$ cat src/hdl/fir_pkg.sv
package fir_pkg;

	// ==================================================
	// sequencer states
	// ==================================================
	typedef enum logic [1:0]
	{
		MAC_IDLE  = 2'd0,
		MAC_ACCUM = 2'd1,
		MAC_HOLD  = 2'd2
	} mac_state_t;

	// AXI response codes, only the two the slave returns
	typedef enum logic [1:0]
	{
		RESP_OKAY   = 2'b00,
		RESP_SLVERR = 2'b10
	} axil_resp_t;

	// ==================================================
	// widths and address map
	// ==================================================
	localparam int AXIL_ADDR_WIDTH = 12;
	localparam int AXIL_DATA_WIDTH = 32;
	localparam int ACC_WIDTH       = 40;
	localparam int OUT_WIDTH       = 32;
	localparam int SHIFT_WIDTH     = 6;

	// coefficient i at COEF_BASE_ADDR + 4*i, window tops out at 64 taps
	localparam logic [AXIL_ADDR_WIDTH-1:0] COEF_BASE_ADDR = 12'h000;
	localparam logic [AXIL_ADDR_WIDTH-1:0] SHIFT_ADDR     = 12'h100;

endpackage
$ cat src/hdl/fir_filter_top.sv
`timescale 1ns/1ps

module fir_filter_top #(
	parameter int DATA_WIDTH = 16,
	parameter int COEF_WIDTH = 16,
	parameter int NUM_TAPS   = 8
)(
	input  logic                                  clk,
	input  logic                                  reset,
	// sample stream
	input  logic [DATA_WIDTH-1:0]                 in_data,
	input  logic                                  in_valid,
	output logic                                  in_ready,
	// result stream
	output logic [fir_pkg::OUT_WIDTH-1:0]         out_data,
	output logic                                  out_valid,
	input  logic                                  out_ready,
	// AXI4-Lite register bus
	input  logic [fir_pkg::AXIL_ADDR_WIDTH-1:0]   awaddr,
	input  logic                                  awvalid,
	output logic                                  awready,
	input  logic [fir_pkg::AXIL_DATA_WIDTH-1:0]   wdata,
	input  logic [fir_pkg::AXIL_DATA_WIDTH/8-1:0] wstrb,
	input  logic                                  wvalid,
	output logic                                  wready,
	output fir_pkg::axil_resp_t                   bresp,
	output logic                                  bvalid,
	input  logic                                  bready,
	input  logic [fir_pkg::AXIL_ADDR_WIDTH-1:0]   araddr,
	input  logic                                  arvalid,
	output logic                                  arready,
	output logic [fir_pkg::AXIL_DATA_WIDTH-1:0]   rdata,
	output fir_pkg::axil_resp_t                   rresp,
	output logic                                  rvalid,
	input  logic                                  rready
);

	import fir_pkg::*;

	logic                           shift_en;
	logic [NUM_TAPS*DATA_WIDTH-1:0] taps_flat;
	logic [NUM_TAPS*COEF_WIDTH-1:0] coefs_flat;
	logic [SHIFT_WIDTH-1:0]         shift_amount;

	tap_delay_line #(
		.DATA_WIDTH (DATA_WIDTH),
		.NUM_TAPS   (NUM_TAPS)
	) tap_delay_line_inst (
		.clk       (clk),
		.reset     (reset),
		.shift_en  (shift_en),
		.sample_in (in_data),
		.taps_flat (taps_flat)
	);

	coef_regfile_axil #(
		.COEF_WIDTH (COEF_WIDTH),
		.NUM_TAPS   (NUM_TAPS)
	) coef_regfile_axil_inst (
		.clk          (clk),
		.reset        (reset),
		.awaddr       (awaddr),
		.awvalid      (awvalid),
		.awready      (awready),
		.wdata        (wdata),
		.wstrb        (wstrb),
		.wvalid       (wvalid),
		.wready       (wready),
		.bresp        (bresp),
		.bvalid       (bvalid),
		.bready       (bready),
		.araddr       (araddr),
		.arvalid      (arvalid),
		.arready      (arready),
		.rdata        (rdata),
		.rresp        (rresp),
		.rvalid       (rvalid),
		.rready       (rready),
		.coefs_flat   (coefs_flat),
		.shift_amount (shift_amount)
	);

	mac_sequencer #(
		.DATA_WIDTH (DATA_WIDTH),
		.COEF_WIDTH (COEF_WIDTH),
		.NUM_TAPS   (NUM_TAPS)
	) mac_sequencer_inst (
		.clk          (clk),
		.reset        (reset),
		.in_valid     (in_valid),
		.in_ready     (in_ready),
		.shift_en     (shift_en),
		.taps_flat    (taps_flat),
		.coefs_flat   (coefs_flat),
		.shift_amount (shift_amount),
		.out_data     (out_data),
		.out_valid    (out_valid),
		.out_ready    (out_ready)
	);

endmodule

$ cat src/hdl/mac_sequencer.sv
`timescale 1ns/1ps

module mac_sequencer #(
	parameter int DATA_WIDTH = 16,
	parameter int COEF_WIDTH = 16,
	parameter int NUM_TAPS   = 8
)(
	input  logic                            clk,
	input  logic                            reset,
	input  logic                            in_valid,
	output logic                            in_ready,
	output logic                            shift_en,
	input  logic [NUM_TAPS*DATA_WIDTH-1:0]  taps_flat,
	input  logic [NUM_TAPS*COEF_WIDTH-1:0]  coefs_flat,
	input  logic [fir_pkg::SHIFT_WIDTH-1:0] shift_amount,
	output logic [fir_pkg::OUT_WIDTH-1:0]   out_data,
	output logic                            out_valid,
	input  logic                            out_ready
);

	import fir_pkg::*;

	localparam int CNT_W  = $clog2(NUM_TAPS + 1);
	localparam int SEL_W  = (NUM_TAPS > 1) ? $clog2(NUM_TAPS) : 1;
	localparam int PROD_W = DATA_WIDTH + COEF_WIDTH;

	mac_state_t                   state;
	logic [CNT_W-1:0]             count;
	logic                         last_step;
	logic [SEL_W-1:0]             sel;
	logic signed [DATA_WIDTH-1:0] tap_cur;
	logic signed [COEF_WIDTH-1:0] coef_cur;
	logic signed [PROD_W-1:0]     product;
	logic signed [ACC_WIDTH-1:0]  acc;
	logic signed [ACC_WIDTH-1:0]  acc_shifted;
	logic [OUT_WIDTH-1:0]         result_q;

	// count runs 0..NUM_TAPS-1 for the products, NUM_TAPS is the output step
	assign last_step = (count == CNT_W'(NUM_TAPS));
	assign sel       = last_step ? '0 : count[SEL_W-1:0];

	assign tap_cur     = taps_flat[sel*DATA_WIDTH +: DATA_WIDTH];
	assign coef_cur    = coefs_flat[sel*COEF_WIDTH +: COEF_WIDTH];
	assign product     = tap_cur * coef_cur;
	assign acc_shifted = acc >>> shift_amount;

	assign in_ready  = (state == MAC_IDLE);
	assign shift_en  = in_valid && in_ready;
	assign out_valid = (state == MAC_HOLD);
	assign out_data  = result_q;

	// ==================================================
	// control
	// ==================================================
	always_ff @(posedge clk or posedge reset)
	begin
		if (reset)
		begin
			state <= MAC_IDLE;
			count <= '0;
		end
		else
		begin
			case (state)
				MAC_IDLE:
				begin
					if (in_valid)
					begin
						state <= MAC_ACCUM;
						count <= '0;
					end
				end
				MAC_ACCUM:
				begin
					if (last_step)
						state <= MAC_HOLD;
					else
						count <= count + 1'b1;
				end
				MAC_HOLD:
				begin
					// stalled downstream keeps the result
					if (out_ready)
						state <= MAC_IDLE;
				end
				default:
					state <= MAC_IDLE;
			endcase
		end
	end

	// accumulator and result
	always_ff @(posedge clk)
	begin
		if (shift_en)
			acc <= '0;
		else if (state == MAC_ACCUM && !last_step)
			acc <= acc + ACC_WIDTH'(product);
		if (state == MAC_ACCUM && last_step)
			result_q <= acc_shifted[OUT_WIDTH-1:0];
	end

	a_out_stable: assert property (@(posedge clk) disable iff (reset)
		out_valid && !out_ready |=> out_valid && $stable(out_data));

	// delay line holds still through the accumulation and the hold
	a_shift_idle: assert property (@(posedge clk) disable iff (reset)
		state != MAC_IDLE |=> $stable(taps_flat));

endmodule

$ cat src/hdl/coef_regfile_axil.sv
`timescale 1ns/1ps

module coef_regfile_axil #(
	parameter int COEF_WIDTH = 16,
	parameter int NUM_TAPS   = 8
)(
	input  logic                                 clk,
	input  logic                                 reset,
	// write address
	input  logic [fir_pkg::AXIL_ADDR_WIDTH-1:0]  awaddr,
	input  logic                                 awvalid,
	output logic                                 awready,
	// write data
	input  logic [fir_pkg::AXIL_DATA_WIDTH-1:0]  wdata,
	input  logic [fir_pkg::AXIL_DATA_WIDTH/8-1:0] wstrb,
	input  logic                                 wvalid,
	output logic                                 wready,
	// write response
	output fir_pkg::axil_resp_t                  bresp,
	output logic                                 bvalid,
	input  logic                                 bready,
	// read address
	input  logic [fir_pkg::AXIL_ADDR_WIDTH-1:0]  araddr,
	input  logic                                 arvalid,
	output logic                                 arready,
	// read data
	output logic [fir_pkg::AXIL_DATA_WIDTH-1:0]  rdata,
	output fir_pkg::axil_resp_t                  rresp,
	output logic                                 rvalid,
	input  logic                                 rready,
	// to the datapath
	output logic [NUM_TAPS*COEF_WIDTH-1:0]       coefs_flat,
	output logic [fir_pkg::SHIFT_WIDTH-1:0]      shift_amount
);

	import fir_pkg::*;

	localparam int IDX_W = (NUM_TAPS > 1) ? $clog2(NUM_TAPS) : 1;

	logic [COEF_WIDTH-1:0]        coefs [NUM_TAPS];
	logic [SHIFT_WIDTH-1:0]       shift_q;

	logic                         aw_full;
	logic                         w_full;
	logic                         ar_full;
	logic [AXIL_ADDR_WIDTH-1:0]   aw_addr_q;
	logic [AXIL_DATA_WIDTH-1:0]   w_data_q;
	logic [AXIL_DATA_WIDTH/8-1:0] w_strb_q;
	logic [AXIL_ADDR_WIDTH-1:0]   ar_addr_q;

	logic                         wr_go;
	logic                         rd_go;
	logic                         w_is_coef;
	logic                         r_is_coef;
	logic [IDX_W-1:0]             w_idx;
	logic [IDX_W-1:0]             r_idx;

	// aligned, inside the coefficient window, not the shift register
	function automatic logic coef_hit(input logic [AXIL_ADDR_WIDTH-1:0] addr);
		logic [AXIL_ADDR_WIDTH-1:0] off;
		off = addr - COEF_BASE_ADDR;
		return (addr[1:0] == 2'b00) && ((off >> 2) < AXIL_ADDR_WIDTH'(NUM_TAPS))
			&& (addr != SHIFT_ADDR);
	endfunction

	function automatic logic [IDX_W-1:0] coef_index(input logic [AXIL_ADDR_WIDTH-1:0] addr);
		logic [AXIL_ADDR_WIDTH-1:0] off;
		off = addr - COEF_BASE_ADDR;
		return off[IDX_W+1:2];
	endfunction

	assign w_is_coef = coef_hit(aw_addr_q);
	assign r_is_coef = coef_hit(ar_addr_q);
	assign w_idx     = coef_index(aw_addr_q);
	assign r_idx     = coef_index(ar_addr_q);

	assign awready = !aw_full && !bvalid;
	assign wready  = !w_full && !bvalid;
	assign arready = !ar_full && !rvalid;

	// commit one cycle after both halves are in
	assign wr_go = aw_full && w_full && !bvalid;
	assign rd_go = ar_full && !rvalid;

	// ==================================================
	// channel latches
	// ==================================================
	always_ff @(posedge clk)
	begin
		if (awvalid && awready)
			aw_addr_q <= awaddr;
		if (wvalid && wready)
		begin
			w_data_q <= wdata;
			w_strb_q <= wstrb;
		end
		if (arvalid && arready)
			ar_addr_q <= araddr;
	end

	// ==================================================
	// write path
	// ==================================================
	always_ff @(posedge clk or posedge reset)
	begin
		if (reset)
		begin
			aw_full <= 1'b0;
			w_full  <= 1'b0;
			bvalid  <= 1'b0;
			shift_q <= '0;
			for (int i = 0; i < NUM_TAPS; i++)
			begin
				coefs[i] <= '0;
			end
		end
		else
		begin
			if (awvalid && awready)
				aw_full <= 1'b1;
			if (wvalid && wready)
				w_full <= 1'b1;
			if (bvalid && bready)
				bvalid <= 1'b0;
			if (wr_go)
			begin
				aw_full <= 1'b0;
				w_full  <= 1'b0;
				bvalid  <= 1'b1;
				if (aw_addr_q == SHIFT_ADDR)
				begin
					if (w_strb_q[0])
						shift_q <= w_data_q[SHIFT_WIDTH-1:0];
				end
				else if (w_is_coef)
				begin
					for (int b = 0; b < COEF_WIDTH; b++)
					begin
						if (w_strb_q[b/8])
							coefs[w_idx][b] <= w_data_q[b];
					end
				end
			end
		end
	end

	always_ff @(posedge clk)
	begin
		if (wr_go)
			bresp <= (aw_addr_q == SHIFT_ADDR || w_is_coef) ? RESP_OKAY : RESP_SLVERR;
	end

	// ==================================================
	// read path
	// ==================================================
	always_ff @(posedge clk or posedge reset)
	begin
		if (reset)
		begin
			ar_full <= 1'b0;
			rvalid  <= 1'b0;
		end
		else
		begin
			if (arvalid && arready)
				ar_full <= 1'b1;
			if (rvalid && rready)
				rvalid <= 1'b0;
			if (rd_go)
			begin
				ar_full <= 1'b0;
				rvalid  <= 1'b1;
			end
		end
	end

	always_ff @(posedge clk)
	begin
		if (rd_go)
		begin
			if (ar_addr_q == SHIFT_ADDR)
			begin
				rdata <= AXIL_DATA_WIDTH'(shift_q);
				rresp <= RESP_OKAY;
			end
			else if (r_is_coef)
			begin
				// coefficients read back sign-extended
				rdata <= AXIL_DATA_WIDTH'($signed(coefs[r_idx]));
				rresp <= RESP_OKAY;
			end
			else
			begin
				rdata <= '0;
				rresp <= RESP_SLVERR;
			end
		end
	end

	for (genvar g = 0; g < NUM_TAPS; g++)
	begin : g_coef
		assign coefs_flat[g*COEF_WIDTH +: COEF_WIDTH] = coefs[g];
	end

	assign shift_amount = shift_q;

	a_b_held: assert property (@(posedge clk) disable iff (reset)
		bvalid && !bready |=> bvalid && $stable(bresp));

	a_r_held: assert property (@(posedge clk) disable iff (reset)
		rvalid && !rready |=> rvalid && $stable(rdata) && $stable(rresp));

endmodule

$ cat src/hdl/tap_delay_line.sv
`timescale 1ns/1ps

module tap_delay_line #(
	parameter int DATA_WIDTH = 16,
	parameter int NUM_TAPS   = 8
)(
	input  logic                           clk,
	input  logic                           reset,
	input  logic                           shift_en,
	input  logic [DATA_WIDTH-1:0]          sample_in,
	output logic [NUM_TAPS*DATA_WIDTH-1:0] taps_flat
);

	// tap 0 holds the newest sample, tap NUM_TAPS-1 the oldest
	logic [DATA_WIDTH-1:0] taps [NUM_TAPS];

	always_ff @(posedge clk or posedge reset)
	begin
		if (reset)
		begin
			for (int i = 0; i < NUM_TAPS; i++)
			begin
				taps[i] <= '0;
			end
		end
		else if (shift_en)
		begin
			taps[0] <= sample_in;
			for (int i = 1; i < NUM_TAPS; i++)
			begin
				taps[i] <= taps[i-1];
			end
		end
	end

	// every stage visible at once
	for (genvar g = 0; g < NUM_TAPS; g++)
	begin : g_flat
		assign taps_flat[g*DATA_WIDTH +: DATA_WIDTH] = taps[g];
	end

endmodule

$ cat config.mk
export PLATFORM = sky130hd
export DESIGN_NAME = fir_filter_top
export DESIGN_NICKNAME = d
export VERILOG_FILES = /design/src/hdl/fir_pkg.sv /design/src/hdl/fir_filter_top.sv /design/src/hdl/mac_sequencer.sv /design/src/hdl/coef_regfile_axil.sv /design/src/hdl/tap_delay_line.sv
export SDC_FILE = /design/constraint.sdc
export NUM_CORES = 2
export LEC_CHECK = 0
export BUFFER_PORTS_ARGS = -buffer_cell sky130_fd_sc_hd__buf_2
export CORE_ASPECT_RATIO = 0.5
export CORE_MARGIN = 2
export CORE_UTILIZATION = 50
export DETAILED_ROUTE_END_ITERATION = 6
export PLACE_DENSITY = 0.67
export REMOVE_ABC_BUFFERS = 1
export SETUP_SLACK_MARGIN = 0.3
export SLEW_MARGIN = 0
export SYNTH_ARGS = -nofsm -noshare
export SYNTH_HDL_FRONTEND = slang
export SYNTH_SLANG_ARGS = --single-unit
export TNS_END_PERCENT = 100
$ cat constraint.sdc
create_clock -name clk -period 20.9 [get_ports clk]
set_clock_uncertainty 0.2 [all_clocks]
set_input_delay 4.18 -clock clk [delete_from_list [all_inputs] [get_ports clk]]
set_output_delay 4.18 -clock clk [all_outputs]
set_load 0.05 [all_outputs]
-- Yosys cells after proc, flatten, opt, wreduce, memory -nomap -nowiden
Cells that the tools add are included.
- bitwise operators: 4
- shift-type cells: 3
- reduce and logical (&&, ||, !) cells: 40
- order comparisons: 5
- $mul: 1
- add/subtract/negate cells: 2
- mux-type cells: 134
- equality and inequality tests: 11
- operator list (operator ; count):
    two-way mux 128 bit ; 61
    bitwise mux 128 bit ; 16
    demux 16 bit (select 3 bit) ; 16
    indexed part select 128 x 8 -> 16 bit ; 2
    binary-select mux 16 bit (select 3 bit) ; 1
    two-way mux 16 bit ; 3
    adder 40 x 32 -> 40 bit ; 1
    >>> shifter 40 x 6 -> 32 bit ; 1
    multiplier 16 x 16 -> 32 bit ; 1
    equality test 12 x 9 -> 1 bit (second input constant) ; 2
    != test 12 x 9 -> 1 bit (second input constant) ; 2
    < comparator 10 x 4 -> 1 bit (second input constant) ; 2
    logical AND 1 bit ; 19
    two-way mux 6 bit ; 3
    two-way mux 15 bit ; 1
    two-way mux 14 bit ; 1
    two-way mux 13 bit ; 1
    two-way mux 12 bit ; 1
    two-way mux 2 bit ; 6
    two-way mux 4 bit ; 3
    AND reduction 3 bit ; 4
    nonzero test 2 bit ; 6
    two-way mux 1 bit ; 11
    two-way mux 11 bit ; 1
    other kinds (22) ; 35
- bits in registers: 407
- input port bits: 85
- logic and storage cells: 234
- output and inout port bits: 75

-- Longest topological paths before layout
- depth after elaboration: 82
- depth in mapped cells: 35
- gate-level depth less buffers: 29

-- Hierarchy
Synthesis repeated with hierarchy kept, for this count alone.
- cell total of the unflattened synthesis: 2878
- area total of the unflattened synthesis: 32718.9 µm²
- modules (own cells, without submodules) (module ; seq. area each (µm²) ; area an instance (µm²) ; times used ; cells each):
    mac_sequencer ; 1911.8 ; 19407.4 ; 1 ; 2110
    coef_regfile_axil ; 5280.1 ; 8485.6 ; 1 ; 497
    tap_delay_line ; 3203.1 ; 4825.9 ; 1 ; 271

-- Worst setup path before layout
Ideal clock, no wire load.
- path type: flip-flop to flip-flop
- from: register mac_sequencer_inst.count[0]
- to: register mac_sequencer_inst.acc[39]
- library setup time: 117 ps
- slack: 12577 ps
- clock period less this slack: 8323 ps
- arrival: 8005 ps
- path buffers: 5
- required time: 20583 ps
- cell stages (with the launch flop): 34
- path through: dfrtp_1 > buf_2 > inv_1 > buf_2 > ha_1 > nand3b_4 > buf_6 > nand2_4 > clkbuf_1 > a221oi_1 > a311oi_1 > a21oi_1 > clkbuf_1 > or2_2 > fa_1 > inv_1 > fa_1 > inv_1 > fa_1 > inv_1 > fa_1 > fa_1 > inv_1 > fa_1 > inv_1 > ha_1 > a21o_1 > a211oi_1 > nor3_1 > or2_2 > o211ai_1 > a211oi_1 > or3_1 > a32o_1
- word-level cells in the longest chain between the ends: 5
- elaborated cells on any way between the ends: 8
- classes of those cells: add/sub: 1; mul: 1; eq/ne: 1; shift: 2; mux: 1; reduce/logical: 2
- RTL lines (item ; line ; text):
    from (decl) ; mac_sequencer.sv:28 ; logic [CNT_W-1:0] count;
    from (signal assigned) ; mac_sequencer.sv:78 ; count <= count + 1'b1;
    equality test 4 bit ; mac_sequencer.sv:39 ; assign last_step = (count == CNT_W'(NUM_TAPS));
    two-way mux 3 bit ; mac_sequencer.sv:40 ; assign sel = last_step ? '0 : count[SEL_W-1:0];
    indexed part select 128 x 8 -> 16 bit, on equally long branches ; mac_sequencer.sv:42, mac_sequencer.sv:43 ;
    multiplier 16 x 16 -> 32 bit ; mac_sequencer.sv:44 ; assign product = tap_cur * coef_cur;
    adder 40 x 32 -> 40 bit ; mac_sequencer.sv:98 ; acc <= acc + ACC_WIDTH'(product);
    to (signal assigned) ; mac_sequencer.sv:98 ;
    to (decl) ; mac_sequencer.sv:34 ; logic signed [ACC_WIDTH-1:0] acc;
Parallel ways exist; a longest one is shown, timed or not.
A chain may end at the register's enable or synchronous reset.

-- Worst setup path after layout
Same ends and word-level chain as after synthesis.

==> flow_summary_export.csv <==
group,metric,value,unit
status,outcome,"complete, no violations",
timing,drv_slew,0,
critical_path,cp-start-kind,"flip-flop",
timing,tns,0,ns
die,start_util,50.8,%
critical_path,path_max_fanout,41,
detailed_routing,wirelength,76100,µm
worst_hold_path,min_from,"tap_delay_line_inst.taps_flat[127]",
die,rows,65,
logic_synthesis,yosysTopAreaCell,"dfrtp_1",
clock_tree,htree_levels,2,
logic_synthesis,avgSynthCellArea,10.3,µm²
clock_tree,cts_setup_buffers,0,
logic_synthesis,synth_area_leaders,"dfrtp_1 (21%), fa_1 (21%), edfxtp_1 (8.6%)",
logic_synthesis,synth-seq-area-share,32.3,%
timing,fin_ws,10.22,ns
timing,hold_viol,0,
finish,n_antenna_cell,0,
detailed_routing,ant_nets,0,
clock_tree,cts_sinks,405,
detailed_routing,dr.pass1.iters,5,
finish,final_common_cell,"nand2_1",
clock_tree,cts_buffers,40,
critical_path,end_kind,"flip-flop",
logic_synthesis,synth_cell_types,72,
critical_path,critical_path_class,"flip-flop to flip-flop",
critical_path,cp_data_required_time,21.16,ns
detailed_routing,via_count,22400,
timing,rsz0062_at_grt,"no",
finish,final_util,55.1,%
logic_synthesis,synth_cells,3131,
die,die_area,0.0665,mm²
run,cap_violations,0,
global_route,gr-usage-met2,38.2,%
finish,fillers,5384,
logic_synthesis,yosysTopAreaCellShare,21.2,%
die,coreArea,0.0634,mm²
placed_design,numPortBuffers,139,
logic_synthesis,ys.flop_type,"dfrtp_1",
critical_path,r2r_cells,29,
die,die_y,183,µm
global_route,use_met3,3.64,%
global_route,grtUsageTotal,23.6,%
logic_synthesis,syn_area,0.0322,mm²
detailed_routing,first_iter_violations,1833,
global_route,grtUsageMet1,34.1,%
finish,layout-drive-gt1-share,20.1,%
timing,finalCritPeriodShare,51.1,%
clock_tree,holdBufCountCts,0,
clock_tree,clock_latency,0.59,ns
logic_synthesis,synth-edff-count,92,
timing,tightest_slew,1.23,ns
critical_path,rr_startpoint,"mac_sequencer_inst.count[0]",
finish,fin_area,0.0349,mm²
worst_hold_path,min_path_type,"flip-flop to flip-flop",
finish,final_cell_mix,"nand2_1 (503), inv_1 (413), fa_1 (330), dfrtp_1 (269), nor2_1 (209)",
die,die_x,363,µm
global_route,grt.busiest_layer,"met2",
logic_synthesis,async_reset_ff_share,67.4,%
clock_tree,cts_tree,"done",
detailed_routing,drc,0,
global_route,grt_pass1_vias,23100,
critical_path,cp_slowest_cell,"a21oi_2",
global_route,grt_overflow_total,0,
timing,fin_crit,10.68,ns
clock_tree,cts_resized,0,
worst_hold_path,min_to,"tap_delay_line_inst.taps_flat[127]",
placed_design,pre_cts_ws,10.35,ns
finish,syn_to_final_growth,8.45,%
finish,fin_nets,3702,
placed_design,routabilityCongestion,0.845,
die,io_pins,160,
detailed_routing,vias_per_cell,5.55,
timing,max_freq,0.0936,GHz
critical_path,slowest_delay,0.78,ns
detailed_routing,wire_per_inst,18.8,µm
placed_design,dpl.hpwl,54300,µm
clock_tree,cts-root-buf,"clkbuf_16",
global_route,antenna_found_initial,0,
critical_path,arrival,10.94,ns
global_route,grt_max_degree,146,
timing,relSlewSlack,17.8,%
logic_synthesis,ys_ff_latch,405,
critical_path,r2r_setup_slack,10.22,ns
clock_tree,clkTransAtPathRegs,0.06,ns
clock_tree,clk_path_buf_depth,3,
logic_synthesis,synth_warnings,0,
global_route,grt_pass1_wl,125000,µm
timing,setup_viol,0,
critical_path,rr_endpoint,"mac_sequencer_inst.acc[39]",
worst_hold_path,hold_path_depth,2,
placed_design,dpl-instance-area,0.0335,mm²
[how the worst max path moves through the flow]
stage,slack (ns),from,to,cells after the start
floorplan,9.00,reset,coef_regfile_axil_inst.ar_full,1
global placement,10.40,mac_sequencer_inst.count[0],mac_sequencer_inst.acc[39],29
detailed placement,10.35,mac_sequencer_inst.count[0],mac_sequencer_inst.acc[39],29
CTS,10.29,mac_sequencer_inst.count[0],mac_sequencer_inst.acc[39],29
global route,9.69,mac_sequencer_inst.count[0],mac_sequencer_inst.acc[39],29
finish,10.22,mac_sequencer_inst.count[0],mac_sequencer_inst.acc[39],29
[cell type report]
| type | count | area, µm² | share of cell area, % |
|---|---|---|---|
| Timing Repair Buffer | 175 | 966 | 2.77 |
| Sequential cell | 405 | 10400 | 29.8 |
| Clock inverter | 18 | 262 | 0.750 |
| Inverter | 417 | 1570 | 4.51 |
| Clock buffer | 55 | 1150 | 3.29 |
| Tap cell | 837 | 1050 | 3.00 |
| Multi-Input combinational cell | 2131 | 19500 | 55.9 |
[logic make-up after synthesis]
kind of cell | synth area share [%]
other | 0.0117
and+or+nand+nor | 13.7
adders and majority gates | 25.1
buffers and inverters | 7.38
AOI/OAI and AO/OA | 6.95
xor gates and xnor gates | 0.953
DFF | 32.3
muxes | 13.6
[sequential cells by signal, summed over array words and instances (netlist names)]
register,count
coef_regfile_axil_inst.rvalid,1
coef_regfile_axil_inst.bresp,1
mac_sequencer_inst.acc,40
coef_regfile_axil_inst.w_full,1
tap_delay_line_inst.taps_flat,128
mac_sequencer_inst.state,2
coef_regfile_axil_inst.w_data_q,16
coef_regfile_axil_inst.aw_full,1
coef_regfile_axil_inst.rdata,16
mac_sequencer_inst.count,4
coef_regfile_axil_inst.shift_amount,6
coef_regfile_axil_inst.ar_full,1
coef_regfile_axil_inst.w_strb_q,2
coef_regfile_axil_inst.ar_addr_q,12
coef_regfile_axil_inst.aw_addr_q,12
coef_regfile_axil_inst.coefs_flat,128
mac_sequencer_inst.out_data,32
coef_regfile_axil_inst.bvalid,1
coef_regfile_axil_inst.rresp,1
[critical path: cells and delay by family (launching register included)]
kind                     cells  cell delay (ns)
buffers and inverters        7             1.01
AO/OA/AOI/OAI                9             2.39
AND/OR/NAND/NOR              5             2.03
flip-flops                   1             0.74
adder cells (fa/ha/maj)      8             4.17
[cell usage after synthesis (87+ instances only)]
cell,n
inv_1,414
mux2_2,155
edfxtp_1,92
or2_2,118
dfrtp_1,273
clkbuf_1,97
ha_1,117
nor2_1,209
nand2_1,506
mux4_2,89
fa_1,330
a21oi_1,87
[through the flow]
step / hold WS, ns / std cells
after global placement: 0.253 / 3965
after floorplan: 0.238 / 2953
final: 0.276 / 4038
after detailed placement: 0.262 / 3965
after CTS: 0.277 / 4038
after global routing: 0.308 / 4038
[per-layer routing]
metal	routed length [µm]	vias to the layer above
met4	1210	0
li1	-	10400
met3	4580	93
met2	34900	622
met1	35300	11300
met5	0	-
Power is left out: the tool's default activity adds up to more than one toggle a clock period on the data nets, which glitch-free logic cannot reach.
